--- config.mk ---
export PLATFORM = sky130hd
export DESIGN_NAME = cache_top
export DESIGN_NICKNAME = d
export VERILOG_FILES = /design/src/common/cache_pkg.sv /design/src/front_end/cache_front_end.sv /design/src/hdl/cache_memory.sv /design/src/hdl/cache_control.sv /design/src/hdl/cache_back_end.sv /design/src/hdl/cache_top.sv
export VERILOG_INCLUDE_DIRS = /design/src /design/src/common
export SDC_FILE = /design/constraint.sdc
export NUM_CORES = 2
export LEC_CHECK = 0
export BUFFER_PORTS_ARGS = -buffer_cell sky130_fd_sc_hd__buf_2
export CAP_MARGIN = 20
export CORE_MARGIN = 5
export CORE_UTILIZATION = 27
export DETAILED_ROUTE_END_ITERATION = 6
export GPL_TIMING_DRIVEN = 0
export PLACE_DENSITY = 0.43
export SLEW_MARGIN = 15
export SYNTH_ARGS = -nofsm -noshare
export SYNTH_HDL_FRONTEND = slang
export SYNTH_SLANG_ARGS = --single-unit
export TNS_END_PERCENT = 1
--- constraint.sdc ---
create_clock -name clk_i -period 8 [get_ports clk_i]
set_clock_uncertainty 0.15 [all_clocks]
set_input_delay 1.2 -clock clk_i [delete_from_list [all_inputs] [get_ports clk_i]]
set_output_delay 1.2 -clock clk_i [all_outputs]
set_load 0.005 [all_outputs]
--- src/common/cache_macros.svh ---
`ifndef CACHE_MACROS_SVH
`define CACHE_MACROS_SVH

// Byte address width whose top bit selects the CSR space
`define CACHE_ADDR_W 32

// Word width
`define CACHE_DATA_W 32

// Geometry
`define CACHE_LINES 16
`define CACHE_WORDS 4

// Most memory requests that may be outstanding
`define CACHE_MEM_CREDITS 2

// CSR word index width and map
`define CACHE_CSR_ADDR_W 2
`define CACHE_CSR_HITS 0
`define CACHE_CSR_MISSES 1
`define CACHE_CSR_INVALIDATE 2

`endif

--- src/common/cache_pkg.sv ---
`include "cache_macros.svh"

package cache_pkg;

  // Field widths derived from the geometry
  localparam int BYTE_OFF_W = $clog2(`CACHE_DATA_W / 8);
  localparam int OFFSET_W   = $clog2(`CACHE_WORDS);
  localparam int INDEX_W    = $clog2(`CACHE_LINES);
  localparam int INDEX_LSB  = BYTE_OFF_W + OFFSET_W;

  // Cache space is one bit narrower than the bus address
  localparam int TAG_W      = `CACHE_ADDR_W - 1 - INDEX_W - OFFSET_W;

  // Line index
  typedef logic [INDEX_W-1:0] index_t;

  // Word within a line
  typedef logic [OFFSET_W-1:0] offset_t;

  // Tag, taken as the top TAG_W bits of the cache address
  typedef logic [TAG_W-1:0] tag_t;

  // One data word and its byte strobes
  typedef logic [`CACHE_DATA_W-1:0] word_t;
  typedef logic [`CACHE_DATA_W/8-1:0] strb_t;

  // Controller states
  typedef enum logic [2:0] {
    IDLE,
    LOOKUP,
    FILL,
    WRITE,
    RESPOND
  } ctrl_state_t;

endpackage

--- src/front_end/cache_front_end.sv ---
`timescale 1ns/10ps

`include "cache_macros.svh"

module cache_front_end (
  input  logic                          clk_i,
  input  logic                          reset_i,
  // IOb slave side
  input  logic                          iob_valid_i,
  input  logic [`CACHE_ADDR_W-1:0]      iob_addr_i,
  input  cache_pkg::word_t              iob_wdata_i,
  input  cache_pkg::strb_t              iob_wstrb_i,
  output logic                          iob_ready_o,
  output logic                          iob_rvalid_o,
  output cache_pkg::word_t              iob_rdata_o,
  // Cache array requests
  output logic                          data_req_o,
  output logic [`CACHE_ADDR_W-2:0]      data_addr_o,
  output cache_pkg::word_t              data_wdata_o,
  output cache_pkg::strb_t              data_wstrb_o,
  output logic                          data_we_o,
  input  cache_pkg::word_t              data_rdata_i,
  input  logic                          data_ack_i,
  // CSR requests
  output logic                          ctrl_req_o,
  output logic [`CACHE_CSR_ADDR_W-1:0]  ctrl_addr_o,
  output cache_pkg::word_t              ctrl_wdata_o,
  input  cache_pkg::word_t              ctrl_rdata_i,
  input  logic                          ctrl_ack_i
);

  import cache_pkg::*;

  logic                     accept;
  logic                     ack;
  logic                     pending_q;
  logic                     is_ctrl_q;
  logic                     we_q;
  logic [`CACHE_ADDR_W-2:0] addr_q;
  word_t                    wdata_q;
  strb_t                    wstrb_q;

  assign ack    = data_ack_i | ctrl_ack_i;
  assign accept = iob_valid_i & iob_ready_o;

  // Free when idle, or in the cycle the pending request closes
  assign iob_ready_o = ~pending_q | ack;

  // Writes complete silently
  assign iob_rvalid_o = ack & ~we_q;
  assign iob_rdata_o  = ctrl_ack_i ? ctrl_rdata_i : data_rdata_i;

  // Pending flag and request kind
  always_ff @(posedge clk_i) begin
    if (reset_i) begin
      pending_q <= 1'b0;
      is_ctrl_q <= 1'b0;
      we_q      <= 1'b0;
    end else if (accept) begin
      pending_q <= 1'b1;
      is_ctrl_q <= iob_addr_i[`CACHE_ADDR_W-1];
      we_q      <= |iob_wstrb_i;
    end else if (ack) begin
      pending_q <= 1'b0;
    end
  end

  // Request payload
  always_ff @(posedge clk_i) begin
    if (accept) begin
      addr_q  <= iob_addr_i[`CACHE_ADDR_W-2:0];
      wdata_q <= iob_wdata_i;
      wstrb_q <= iob_wstrb_i;
    end
  end

  assign data_req_o   = pending_q & ~is_ctrl_q;
  assign data_addr_o  = addr_q;
  assign data_wdata_o = wdata_q;
  assign data_wstrb_o = wstrb_q;
  assign data_we_o    = we_q;

  // CSRs are word addressed
  assign ctrl_req_o   = pending_q & is_ctrl_q;
  assign ctrl_addr_o  = addr_q[`CACHE_CSR_ADDR_W+BYTE_OFF_W-1:BYTE_OFF_W];
  assign ctrl_wdata_o = wdata_q;

  // Acks only ever close a request that is actually open
  a_ack_pending : assert property (
    @(posedge clk_i) disable iff (reset_i)
    (data_ack_i | ctrl_ack_i) |-> pending_q
  );

endmodule

--- src/hdl/cache_memory.sv ---
`timescale 1ns/10ps

`include "cache_macros.svh"

module cache_memory (
  input  logic               clk_i,
  input  logic               reset_i,
  // Lookup
  input  cache_pkg::index_t  index_i,
  input  cache_pkg::offset_t offset_i,
  input  cache_pkg::tag_t    tag_i,
  output logic               hit_o,
  output cache_pkg::word_t   rdata_o,
  // Hit write
  input  logic               word_we_i,
  input  cache_pkg::word_t   wdata_i,
  input  cache_pkg::strb_t   wstrb_i,
  // Line fill
  input  logic               fill_valid_i,
  input  cache_pkg::offset_t fill_offset_i,
  input  cache_pkg::word_t   fill_data_i,
  input  logic               fill_commit_i,
  input  logic               inval_all_i
);

  import cache_pkg::*;

  localparam int NBYTES = `CACHE_DATA_W / 8;

  logic [`CACHE_LINES-1:0] valid_q;
  tag_t                    tag_q  [`CACHE_LINES];
  word_t                   data_q [`CACHE_LINES][`CACHE_WORDS];

  // Hit detection and read port
  assign hit_o   = valid_q[index_i] && (tag_q[index_i] == tag_i);
  assign rdata_o = data_q[index_i][offset_i];

  // Valid bits
  always_ff @(posedge clk_i) begin
    if (reset_i || inval_all_i) begin
      valid_q <= '0;
    end else if (fill_commit_i) begin
      valid_q[index_i] <= 1'b1;
    end
  end

  // Tag written with the valid bit at the end of a fill
  always_ff @(posedge clk_i) begin
    if (fill_commit_i) begin
      tag_q[index_i] <= tag_i;
    end
  end

  // Data array
  // Fill words land as they arrive and hit writes merge strobed bytes
  always_ff @(posedge clk_i) begin
    if (fill_valid_i) begin
      data_q[index_i][fill_offset_i] <= fill_data_i;
    end else if (word_we_i) begin
      for (int b = 0; b < NBYTES; b++) begin
        if (wstrb_i[b]) begin
          data_q[index_i][offset_i][8*b +: 8] <= wdata_i[8*b +: 8];
        end
      end
    end
  end

endmodule

--- src/hdl/cache_control.sv ---
`timescale 1ns/10ps

`include "cache_macros.svh"

module cache_control (
  input  logic                         clk_i,
  input  logic                         reset_i,
  // Data requests
  input  logic                         data_req_i,
  input  logic [`CACHE_ADDR_W-2:0]     data_addr_i,
  input  logic                         data_we_i,
  output logic                         data_ack_o,
  output cache_pkg::word_t             data_rdata_o,
  // CSR requests
  input  logic                         ctrl_req_i,
  input  logic [`CACHE_CSR_ADDR_W-1:0] ctrl_addr_i,
  input  cache_pkg::word_t             ctrl_wdata_i,
  output logic                         ctrl_ack_o,
  output cache_pkg::word_t             ctrl_rdata_o,
  // Arrays
  input  logic                         hit_i,
  input  cache_pkg::word_t             mem_word_i,
  output logic                         word_we_o,
  output logic                         fill_commit_o,
  output logic                         inval_all_o,
  // Back end
  output logic                         fill_start_o,
  output logic [`CACHE_ADDR_W-2:0]     fill_base_o,
  input  logic                         fill_done_i,
  output logic                         wt_start_o,
  input  logic                         wt_done_i
);

  import cache_pkg::*;

  localparam logic [`CACHE_CSR_ADDR_W-1:0] CSR_HITS   = `CACHE_CSR_HITS;
  localparam logic [`CACHE_CSR_ADDR_W-1:0] CSR_MISSES = `CACHE_CSR_MISSES;
  localparam logic [`CACHE_CSR_ADDR_W-1:0] CSR_INVAL  = `CACHE_CSR_INVALIDATE;

  ctrl_state_t state_q, state_d;
  logic        rd_lookup;
  logic        csr_wr;
  word_t       hits_q, misses_q;

  // Line base of the current request
  assign fill_base_o  = {data_addr_i[`CACHE_ADDR_W-2:INDEX_LSB], {INDEX_LSB{1'b0}}};
  assign data_rdata_o = mem_word_i;

  always_comb begin
    state_d       = state_q;
    data_ack_o    = 1'b0;
    word_we_o     = 1'b0;
    fill_start_o  = 1'b0;
    fill_commit_o = 1'b0;
    wt_start_o    = 1'b0;
    case (state_q)
      IDLE: if (data_req_i) state_d = LOOKUP;
      LOOKUP: begin
        if (data_we_i) begin
          // No write allocate so only a resident line is updated
          word_we_o  = hit_i;
          wt_start_o = 1'b1;
          state_d    = WRITE;
        end else if (hit_i) begin
          data_ack_o = 1'b1;
          state_d    = IDLE;
        end else begin
          fill_start_o = 1'b1;
          state_d      = FILL;
        end
      end
      FILL: begin
        if (fill_done_i) begin
          fill_commit_o = 1'b1;
          state_d       = RESPOND;
        end
      end
      WRITE: begin
        if (wt_done_i) begin
          data_ack_o = 1'b1;
          state_d    = IDLE;
        end
      end
      RESPOND: begin
        data_ack_o = 1'b1;
        state_d    = IDLE;
      end
      default: state_d = IDLE;
    endcase
  end

  always_ff @(posedge clk_i) begin
    if (reset_i) state_q <= IDLE;
    else state_q <= state_d;
  end

  // CSRs answer in the cycle they are seen
  assign rd_lookup   = (state_q == LOOKUP) & ~data_we_i;
  assign csr_wr      = ctrl_req_i & data_we_i;
  assign ctrl_ack_o  = ctrl_req_i;
  assign inval_all_o = csr_wr & (ctrl_addr_i == CSR_INVAL);

  always_comb begin
    case (ctrl_addr_i)
      CSR_HITS:   ctrl_rdata_o = hits_q;
      CSR_MISSES: ctrl_rdata_o = misses_q;
      default:    ctrl_rdata_o = '0;
    endcase
  end

  // Counters may also be preset by a CSR write
  always_ff @(posedge clk_i) begin
    if (reset_i) begin
      hits_q   <= '0;
      misses_q <= '0;
    end else begin
      if (csr_wr && ctrl_addr_i == CSR_HITS) hits_q <= ctrl_wdata_i;
      else if (rd_lookup && hit_i) hits_q <= hits_q + 1'b1;
      if (csr_wr && ctrl_addr_i == CSR_MISSES) misses_q <= ctrl_wdata_i;
      else if (rd_lookup && !hit_i) misses_q <= misses_q + 1'b1;
    end
  end

  // Starts never overlap and every done answers its own start
  a_one_start : assert property (
    @(posedge clk_i) disable iff (reset_i)
    !(fill_start_o && wt_start_o) &&
    (!fill_done_i || state_q == FILL) &&
    (!wt_done_i || state_q == WRITE)
  );

endmodule

--- src/hdl/cache_back_end.sv ---
`timescale 1ns/10ps

`include "cache_macros.svh"

module cache_back_end (
  input  logic                     clk_i,
  input  logic                     reset_i,
  // Fill handshake
  input  logic                     fill_start_i,
  input  logic [`CACHE_ADDR_W-2:0] fill_base_i,
  output logic                     fill_done_o,
  // Write-through handshake
  input  logic                     wt_start_i,
  input  logic [`CACHE_ADDR_W-2:0] wt_addr_i,
  input  cache_pkg::word_t         wt_wdata_i,
  input  cache_pkg::strb_t         wt_wstrb_i,
  output logic                     wt_done_o,
  // Fill words to the arrays
  output logic                     fill_valid_o,
  output cache_pkg::offset_t       fill_offset_o,
  output cache_pkg::word_t         fill_data_o,
  // External memory
  output logic                     mem_req_o,
  output logic                     mem_we_o,
  output logic [`CACHE_ADDR_W-2:0] mem_addr_o,
  output cache_pkg::word_t         mem_wdata_o,
  output cache_pkg::strb_t         mem_wstrb_o,
  input  cache_pkg::word_t         mem_rdata_i,
  input  logic                     mem_rvalid_i,
  input  logic                     mem_credit_i
);

  import cache_pkg::*;

  localparam int CREDIT_W = $clog2(`CACHE_MEM_CREDITS + 1);
  localparam int CNT_W    = OFFSET_W + 1;
  localparam logic [CREDIT_W-1:0] CREDIT_MAX = CREDIT_W'(`CACHE_MEM_CREDITS);
  localparam logic [CNT_W-1:0]    LINE_WORDS = CNT_W'(`CACHE_WORDS);

  logic [CREDIT_W-1:0]      credit_q;
  logic [CNT_W-1:0]         issue_cnt_q;
  offset_t                  recv_q;
  logic                     fill_active_q;
  logic                     wt_pending_q;
  logic [`CACHE_ADDR_W-2:0] base_q;
  logic                     have_credit;
  logic                     fill_issue;
  logic                     wt_issue;

  assign have_credit = (credit_q != '0);
  assign fill_issue  = fill_active_q & (issue_cnt_q != LINE_WORDS) & have_credit;
  assign wt_issue    = wt_pending_q & have_credit;

  assign mem_req_o   = fill_issue | wt_issue;
  assign mem_we_o    = wt_issue;
  assign mem_wdata_o = wt_wdata_i;
  assign mem_wstrb_o = wt_issue ? wt_wstrb_i : '0;
  assign mem_addr_o  = wt_pending_q ?
                       {wt_addr_i[`CACHE_ADDR_W-2:BYTE_OFF_W], {BYTE_OFF_W{1'b0}}} :
                       {base_q[`CACHE_ADDR_W-2:INDEX_LSB], issue_cnt_q[OFFSET_W-1:0],
                        {BYTE_OFF_W{1'b0}}};

  assign wt_done_o = wt_issue;

  // Data returns in issue order, so arrival count gives the offset
  assign fill_valid_o  = fill_active_q & mem_rvalid_i;
  assign fill_offset_o = recv_q;
  assign fill_data_o   = mem_rdata_i;
  assign fill_done_o   = fill_valid_o & (recv_q == offset_t'(`CACHE_WORDS - 1));

  always_ff @(posedge clk_i) begin
    if (reset_i) begin
      fill_active_q <= 1'b0;
      issue_cnt_q   <= '0;
      recv_q        <= '0;
    end else if (fill_start_i) begin
      fill_active_q <= 1'b1;
      issue_cnt_q   <= '0;
      recv_q        <= '0;
    end else begin
      if (fill_issue) issue_cnt_q <= issue_cnt_q + 1'b1;
      if (fill_valid_o) recv_q <= recv_q + 1'b1;
      if (fill_done_o) fill_active_q <= 1'b0;
    end
  end

  always_ff @(posedge clk_i) begin
    if (fill_start_i) base_q <= fill_base_i;
  end

  always_ff @(posedge clk_i) begin
    if (reset_i) wt_pending_q <= 1'b0;
    else if (wt_start_i) wt_pending_q <= 1'b1;
    else if (wt_issue) wt_pending_q <= 1'b0;
  end

  // One credit per issue, one back per credit pulse
  always_ff @(posedge clk_i) begin
    if (reset_i) credit_q <= CREDIT_MAX;
    else if (mem_req_o && !mem_credit_i) credit_q <= credit_q - 1'b1;
    else if (!mem_req_o && mem_credit_i) credit_q <= credit_q + 1'b1;
  end

  // Memory never hands back more credits than were taken
  a_credit_range : assert property (
    @(posedge clk_i) disable iff (reset_i)
    credit_q <= CREDIT_MAX
  );

endmodule

--- src/hdl/cache_top.sv ---
`timescale 1ns/10ps

`include "cache_macros.svh"

module cache_top (
  input  logic                     clk_i,
  input  logic                     reset_i,
  // IOb slave
  input  logic                     iob_valid_i,
  input  logic [`CACHE_ADDR_W-1:0] iob_addr_i,
  input  cache_pkg::word_t         iob_wdata_i,
  input  cache_pkg::strb_t         iob_wstrb_i,
  output logic                     iob_ready_o,
  output logic                     iob_rvalid_o,
  output cache_pkg::word_t         iob_rdata_o,
  // External memory
  output logic                     mem_req_o,
  output logic                     mem_we_o,
  output logic [`CACHE_ADDR_W-2:0] mem_addr_o,
  output cache_pkg::word_t         mem_wdata_o,
  output cache_pkg::strb_t         mem_wstrb_o,
  input  cache_pkg::word_t         mem_rdata_i,
  input  logic                     mem_rvalid_i,
  input  logic                     mem_credit_i
);

  import cache_pkg::*;

  logic                         data_req, data_we, data_ack;
  logic [`CACHE_ADDR_W-2:0]     data_addr;
  word_t                        data_wdata, data_rdata;
  strb_t                        data_wstrb;
  logic                         ctrl_req, ctrl_ack;
  logic [`CACHE_CSR_ADDR_W-1:0] ctrl_addr;
  word_t                        ctrl_wdata, ctrl_rdata;
  logic                         hit, word_we, fill_commit, inval_all;
  word_t                        mem_word;
  logic                         fill_start, fill_done, wt_start, wt_done;
  logic [`CACHE_ADDR_W-2:0]     fill_base;
  logic                         fill_valid;
  offset_t                      fill_offset;
  word_t                        fill_data;

  cache_front_end front_end_i (
    .clk_i, .reset_i,
    .iob_valid_i, .iob_addr_i, .iob_wdata_i, .iob_wstrb_i,
    .iob_ready_o, .iob_rvalid_o, .iob_rdata_o,
    .data_req_o(data_req), .data_addr_o(data_addr), .data_wdata_o(data_wdata),
    .data_wstrb_o(data_wstrb), .data_we_o(data_we),
    .data_rdata_i(data_rdata), .data_ack_i(data_ack),
    .ctrl_req_o(ctrl_req), .ctrl_addr_o(ctrl_addr), .ctrl_wdata_o(ctrl_wdata),
    .ctrl_rdata_i(ctrl_rdata), .ctrl_ack_i(ctrl_ack)
  );

  // Address fields sliced straight off the registered request
  cache_memory memory_i (
    .clk_i, .reset_i,
    .index_i(data_addr[INDEX_LSB +: INDEX_W]),
    .offset_i(data_addr[BYTE_OFF_W +: OFFSET_W]),
    .tag_i(data_addr[`CACHE_ADDR_W-2 -: TAG_W]),
    .hit_o(hit), .rdata_o(mem_word),
    .word_we_i(word_we), .wdata_i(data_wdata), .wstrb_i(data_wstrb),
    .fill_valid_i(fill_valid), .fill_offset_i(fill_offset), .fill_data_i(fill_data),
    .fill_commit_i(fill_commit), .inval_all_i(inval_all)
  );

  cache_control control_i (
    .clk_i, .reset_i,
    .data_req_i(data_req), .data_addr_i(data_addr), .data_we_i(data_we),
    .data_ack_o(data_ack), .data_rdata_o(data_rdata),
    .ctrl_req_i(ctrl_req), .ctrl_addr_i(ctrl_addr), .ctrl_wdata_i(ctrl_wdata),
    .ctrl_ack_o(ctrl_ack), .ctrl_rdata_o(ctrl_rdata),
    .hit_i(hit), .mem_word_i(mem_word),
    .word_we_o(word_we), .fill_commit_o(fill_commit), .inval_all_o(inval_all),
    .fill_start_o(fill_start), .fill_base_o(fill_base), .fill_done_i(fill_done),
    .wt_start_o(wt_start), .wt_done_i(wt_done)
  );

  cache_back_end back_end_i (
    .clk_i, .reset_i,
    .fill_start_i(fill_start), .fill_base_i(fill_base), .fill_done_o(fill_done),
    .wt_start_i(wt_start), .wt_addr_i(data_addr), .wt_wdata_i(data_wdata),
    .wt_wstrb_i(data_wstrb), .wt_done_o(wt_done),
    .fill_valid_o(fill_valid), .fill_offset_o(fill_offset), .fill_data_o(fill_data),
    .mem_req_o, .mem_we_o, .mem_addr_o, .mem_wdata_o, .mem_wstrb_o,
    .mem_rdata_i, .mem_rvalid_i, .mem_credit_i
  );

endmodule

Word-level counts from Yosys, hierarchy flattened. Memories as Yosys holds them, arrays and structs flattened. A register that Yosys moved wholly into a read port is not among the register bits. Index checks and enable logic that the tools add are counted.

Add/subtract/negate cells: 6. Magnitude comparators: 6. Equality and inequality tests: 12. Muxes and demuxes: 586. Bitwise logic cells: 533. Reductions and logical operators: 26.

Operators with widths (count): 128-bit 2-to-1 mux (5); 1-bit 2-to-1 mux (547); 1-bit bitwise OR (515); 32-bit demux with 2-bit select (5); 32-bit 2-to-1 mux (9); 32-bit by 1-bit adder with 32-bit output (second input constant) (2); 32-bit binary-select mux with 2-bit select (1); 32-bit case mux with 2 select lines (1); 31-bit 2-to-1 mux (1); 25-bit == test (1); 24-bit 2-to-1 mux (1); 16-bit 2-to-1 mux (1); 16-bit bitwise OR (1); 2-bit nonzero test (7); 1-bit bitwise AND (12); 3-bit 2-to-1 mux (4); 4-bit 2-to-1 mux (3); 3-bit case mux with 4 select lines (1); 1-bit logical AND (10); 8-bit 2-to-1 mux (1); 3-bit by 2-bit == test with 1-bit output (second input constant) (2); 3-bit greater-or-equal comparator (second input constant) (2); 3-bit by 1-bit < comparator with 1-bit output (second input constant) (2); 2-bit 2-to-1 mux (3); other kinds (23) (32).

Register bits after elaboration: 189. Bits in writable memories: 2448. Logic and storage cells: 1187. Memories: 2.

Memories: memory_i.data_q (words 16, bits a word 128, rd ports 1, clocked after Yosys merged registers in 1, write ports 1, RTL line cache_memory.sv:32) `` word_t data_q [`CACHE_LINES][`CACHE_WORDS]; ``; memory_i.tag_q (words 16, bits a word 25, rd ports 1, clocked after Yosys merged registers in 1, write ports 1, RTL line cache_memory.sv:31) `` tag_t tag_q [`CACHE_LINES]; ``.

Longest topological paths before layout.
Depth after elaboration: 12. Gate-level depth with buffers: 18.

By module. A second synthesis with hierarchy kept.

Cell total of the unflattened synthesis: 5176. Area total of the unflattened synthesis: 106664.8 um^2.

By module, submodules not included: cache_memory (instances 1, cells an instance 4177, area each 96746.5 um^2); cache_control (instances 1, cells an instance 659, area each 4968.5 um^2); cache_front_end (instances 1, cells an instance 155, area each 2822.7 um^2); cache_back_end (instances 1, cells an instance 185, area each 2127.0 um^2).

Least setup slack after synthesis. Ideal clock, no wire load.

Path kind: flip-flop to output port. Start point: register with a tool-made name. End point: output iob_rdata_o[19]. Arrival time: 3.850 ns. Data required time: 6.650 ns. Path slack: 2.800 ns. Cell stages (with the launch flop): 14. Path buffers: 8. Cell sequence: dfxtp_1 -> buf_6 -> buf_6 -> buf_6 -> buf_4 -> buf_2 -> buf_2 -> clkbuf_1 -> buf_1 -> mux4_2 -> mux4_2 -> mux4_2 -> nand2_1 -> o21ai_0.

RTL lines: end: declaration (RTL line cache_top.sv:15) `output cache_pkg::word_t iob_rdata_o,`.

==> flow_metrics.py <==
metrics = {
    "routing": {
        "wirelength_met1_um": 152000,
        "via_per_inst": 5.01,
        "route.met2.wl_um": 178000,
        "wl_per_cell_um": 33.5,
        "wl_met3_um": 25500,
        "drt_iter0_drc": 5764,
        "dr.pass1.iters": 6,
        "drc": 0,
        "drt-total-wl_um": 372000,
        "antenna_left": 0,
        "top_layer_used": "met5",
        "num_vias": 55600,
    },
    "sta": {
        "min_period_ns": 7.74,
        "worstMarginPinSlew_ns": 1.20,
        "finalSetupTns_ns": 0,
        "final-setup-viol-count": 0,
        "whs_ns": 0.303,
        "hold_viol_final": 0,
        "slew-limit-headroom_pct": 19.4,
        "final-max-slew-violation-count": 0,
        "rsz0062_at_grt": "no",
        "post-route-period-util_pct": 96.8,
        "fmax_mhz": 129,
    },
    "synthesis": {
        "async_flop_share_pct": 0,
        "yosys_warnings": 0,
        "syn_area_um2": 106000,
        "synth_top_area_share_pct": 72.2,
        "yosysSeqAreaShare_pct": 74.1,
        "avgSynthCellArea_um2": 21.0,
        "synth.largest_area_cell": "edfxtp_1",
        "syn-instance-count": 5020,
        "synth_flop_cell": "edfxtp_1",
        "ys_seq_elements": 2639,
        "yosys.cell_types.count": 84,
        "synthTopCellsByArea": "edfxtp_1, mux4_2, dfxtp_1, mux2_2, nor2_1",
        "synth-edff-count": 2540,
    },
    "power": {
        "powerDensity_nw_per_um2": 255,
        "peakVddDrop_uv": 162,
        "power_leakage_nw": 38.8,
        "total_power_mw": 31.9,
    },
    "place": {
        "io_buffers": 202,
        "placed_cell_area_um2": 115000,
        "gp_congestion": 0.893,
        "dp.final_hpwl_um": 270000,
    },
    "layout": {
        "final_util_pct": 32.1,
        "area_growth_pct": 18.5,
        "fillers": 37200,
        "final_common_cell": "edfxtp_1",
        "fin_area_um2": 125000,
        "register_area_um2": 78300,
        "layout_common_cells": "edfxtp_1, mux4_2, clkbuf_16, nor2_1, buf_2",
        "drive_gt1_share_pct": 33.0,
        "multiInputGateArea_um2": 26200,
        "final_nets": 5746,
    },
    "clocking": {
        "cts.repair.resized": 53,
        "path_clk_slew_ns": 0.06,
        "clk_path_buf_depth": 4,
        "root_buffer": "clkbuf_16",
        "cts_sinks": 2639,
        "numCtsBuffers": 306,
        "htreeDepth": 5,
        "hold_buffers": 0,
        "cts_setup_buffers": 0,
        "worstSkewPairLatency_ns": 0.93,
        "tritoncts": "yes",
    },
    "grt": {
        "gr-total-overflow": 0,
        "grt_max_degree": 46,
        "track_usage_pct": 18.0,
        "grt_pass1_vias": 56300,
        "grt_first_pass_wirelength_um": 502000,
        "antenna_found_initial": 45,
    },
    "min_path": {
        "min_path_type": "in -> reg",
        "whs_path_depth": 1,
        "min_from": "iob_wdata_i[15]",
        "hold_end": "front_end_i.ctrl_wdata_o[15]$_DFFE_PP_",
    },
    "setup_path": {
        "worstPathArrival_ns": 6.39,
        "r2r_setup_slack_ns": 1.11,
        "worstPathMaxFanout": 10,
        "path_class": "reg -> out",
        "cpMaxStageDelayCell": "clkbuf_1",
        "max_stage_delay_ns": 0.86,
        "ff2ff_path_depth": 14,
        "cp_cell_sequence": "buf_2 -> buf_2 -> buf_2 -> buf_2 -> clkbuf_2 -> clkbuf_1 -> mux4_2 -> mux4_2 -> nand2_1 -> o21ai_0 -> buf_2",
        "cpMostUsedCell": "buf_2",
        "critPathLaunchType": "flip-flop",
        "setup.worst_path.end_class": "output port",
        "r2r_end": "memory_i.data_q[15][94]$_DFFE_PP_",
        "required_ns": 6.65,
    },
    "flow_run": {
        "cap_viol_max_count": 0,
    },
    "die": {
        "rows": 229,
        "die_h_um": 635,
        "dieArea_um2": 404000,
        "core-area_um2": 389000,
        "initial_core_util_pct": 27.1,
        "io_pins": 208,
        "dieWidth_um": 635,
    },
    "outcome": {
        "status": "finished clean",
    },
}
-- logic make-up (layout without fill, tap and decap cells) --
kind of cell	after synthesis	in the layout	share of synthesized area, %
compound gates	239	239	1.56
fa+ha+maj	9	9	0.107
xor+xnor	40	40	0.332
other cells	1	22	0.00355
flops	2639	2639	74.1
mux	1039	1039	19.1
simple gates	729	729	3.45
buf+inv	324	1185	1.35
-- cells in the mapped netlist, types with 5 or more instances --
cell type	n
nor3b_1	15
buf_2	61
mux2i_1	108
mux4_2	764
o21a_1	18
inv_1	24
nand2_1	104
xor2_1	14
a22oi_1	14
and3_1	32
o221ai_1	10
dfxtp_1	99
a31oi_1	26
a211oi_1	15
xnor2_1	26
nand3b_1	6
nor4_1	22
nand3_1	46
or2_2	6
nand2b_1	6
or3_1	10
a21oi_1	18
buf_6	10
clkbuf_1	186
nand4_1	26
o21ai_0	70
ha_1	9
a32oi_1	5
nor2_2	5
and2_1	17
buf_4	10
nor2_1	325
edfxtp_1	2540
or4_1	7
nand3_2	15
mux2_1	8
nor3_1	35
nor2b_1	11
mux2_2	159
buf_1	31
and4_1	14
a311oi_1	14
nor2_4	6
-- worst max path at each step --
stage | start | to | slack, ns | cells after the start
detailed placement | flip-flop | iob_rdata_o[23] | -0.19 | 14
finish | flip-flop | iob_rdata_o[23] | 0.26 | 11
CTS | flip-flop | iob_rdata_o[23] | 0.002 | 11
global route | flip-flop | iob_rvalid_o | 0.08 | 13
floorplan | flip-flop | iob_rdata_o[19] | 2.80 | 13
global placement | flip-flop | iob_rdata_o[31] | -1.52 | 13
-- sequential cells by signal, indices dropped and copies added, names as in the netlist, named ones only --
signal,count
back_end_i.fill_active_q,1
back_end_i.credit_q,2
front_end_i.ctrl_wdata_o,32
back_end_i.fill_offset_o,2
front_end_i.data_addr_o,29
memory_i.valid_q,16
memory_i.data_q,2048
memory_i.tag_q,400
front_end_i.is_ctrl_q,1
front_end_i.data_we_o,1
control_i.state_q,3
back_end_i.wt_pending_q,1
control_i.misses_q,32
back_end_i.issue_cnt_q,3
back_end_i.base_q,27
front_end_i.data_wstrb_o,4
front_end_i.pending_q,1
control_i.hits_q,32
-- report_power, final --
group	switching, mW	leakage [nW]	internal [mW]
registers	0.128	23.7	15.2
clock network	5.84	4.80	7.98
logic	1.70	10.4	1.04
-- worst max-delay path: cells and delay by family, from the launching register on --
kind / cells / cell delay [ns]
buf+inv: 7 / 3.55
simple gates: 1 / 0.20
compound gates: 1 / 0.41
mux: 2 / 1.01
flops: 1 / 0.30
-- routing by layer --
metal,vias to the layer above,track usage [%]
met5,-,0
met4,6,6.76
met3,570,3.71
met2,2100,29.7
met1,30600,23.3
li1,22300,-
-- stage by stage --
step / setup WS (ns) / instances
final: 0.255 / 11100
after detailed placement: -0.189 / 10500
after global placement: -1.52 / 10400
after CTS: 0.00209 / 11100
after floorplan: 2.80 / 5021
after global routing: 0.0832 / 11100
-- cell type report --
class | count | area share (%)
well taps | 5197 | 5.20
clock inverters | 176 | 1.35
flip-flops and latches | 2639 | 62.5
repair buffers | 304 | 2.19
inverters | 25 | 0.0790
plain buffers | 298 | 1.21
diodes | 20 | 0.0400
multi-input cells | 2058 | 20.9
clock buffers | 382 | 6.50
(Power assumes the default switching activity.)
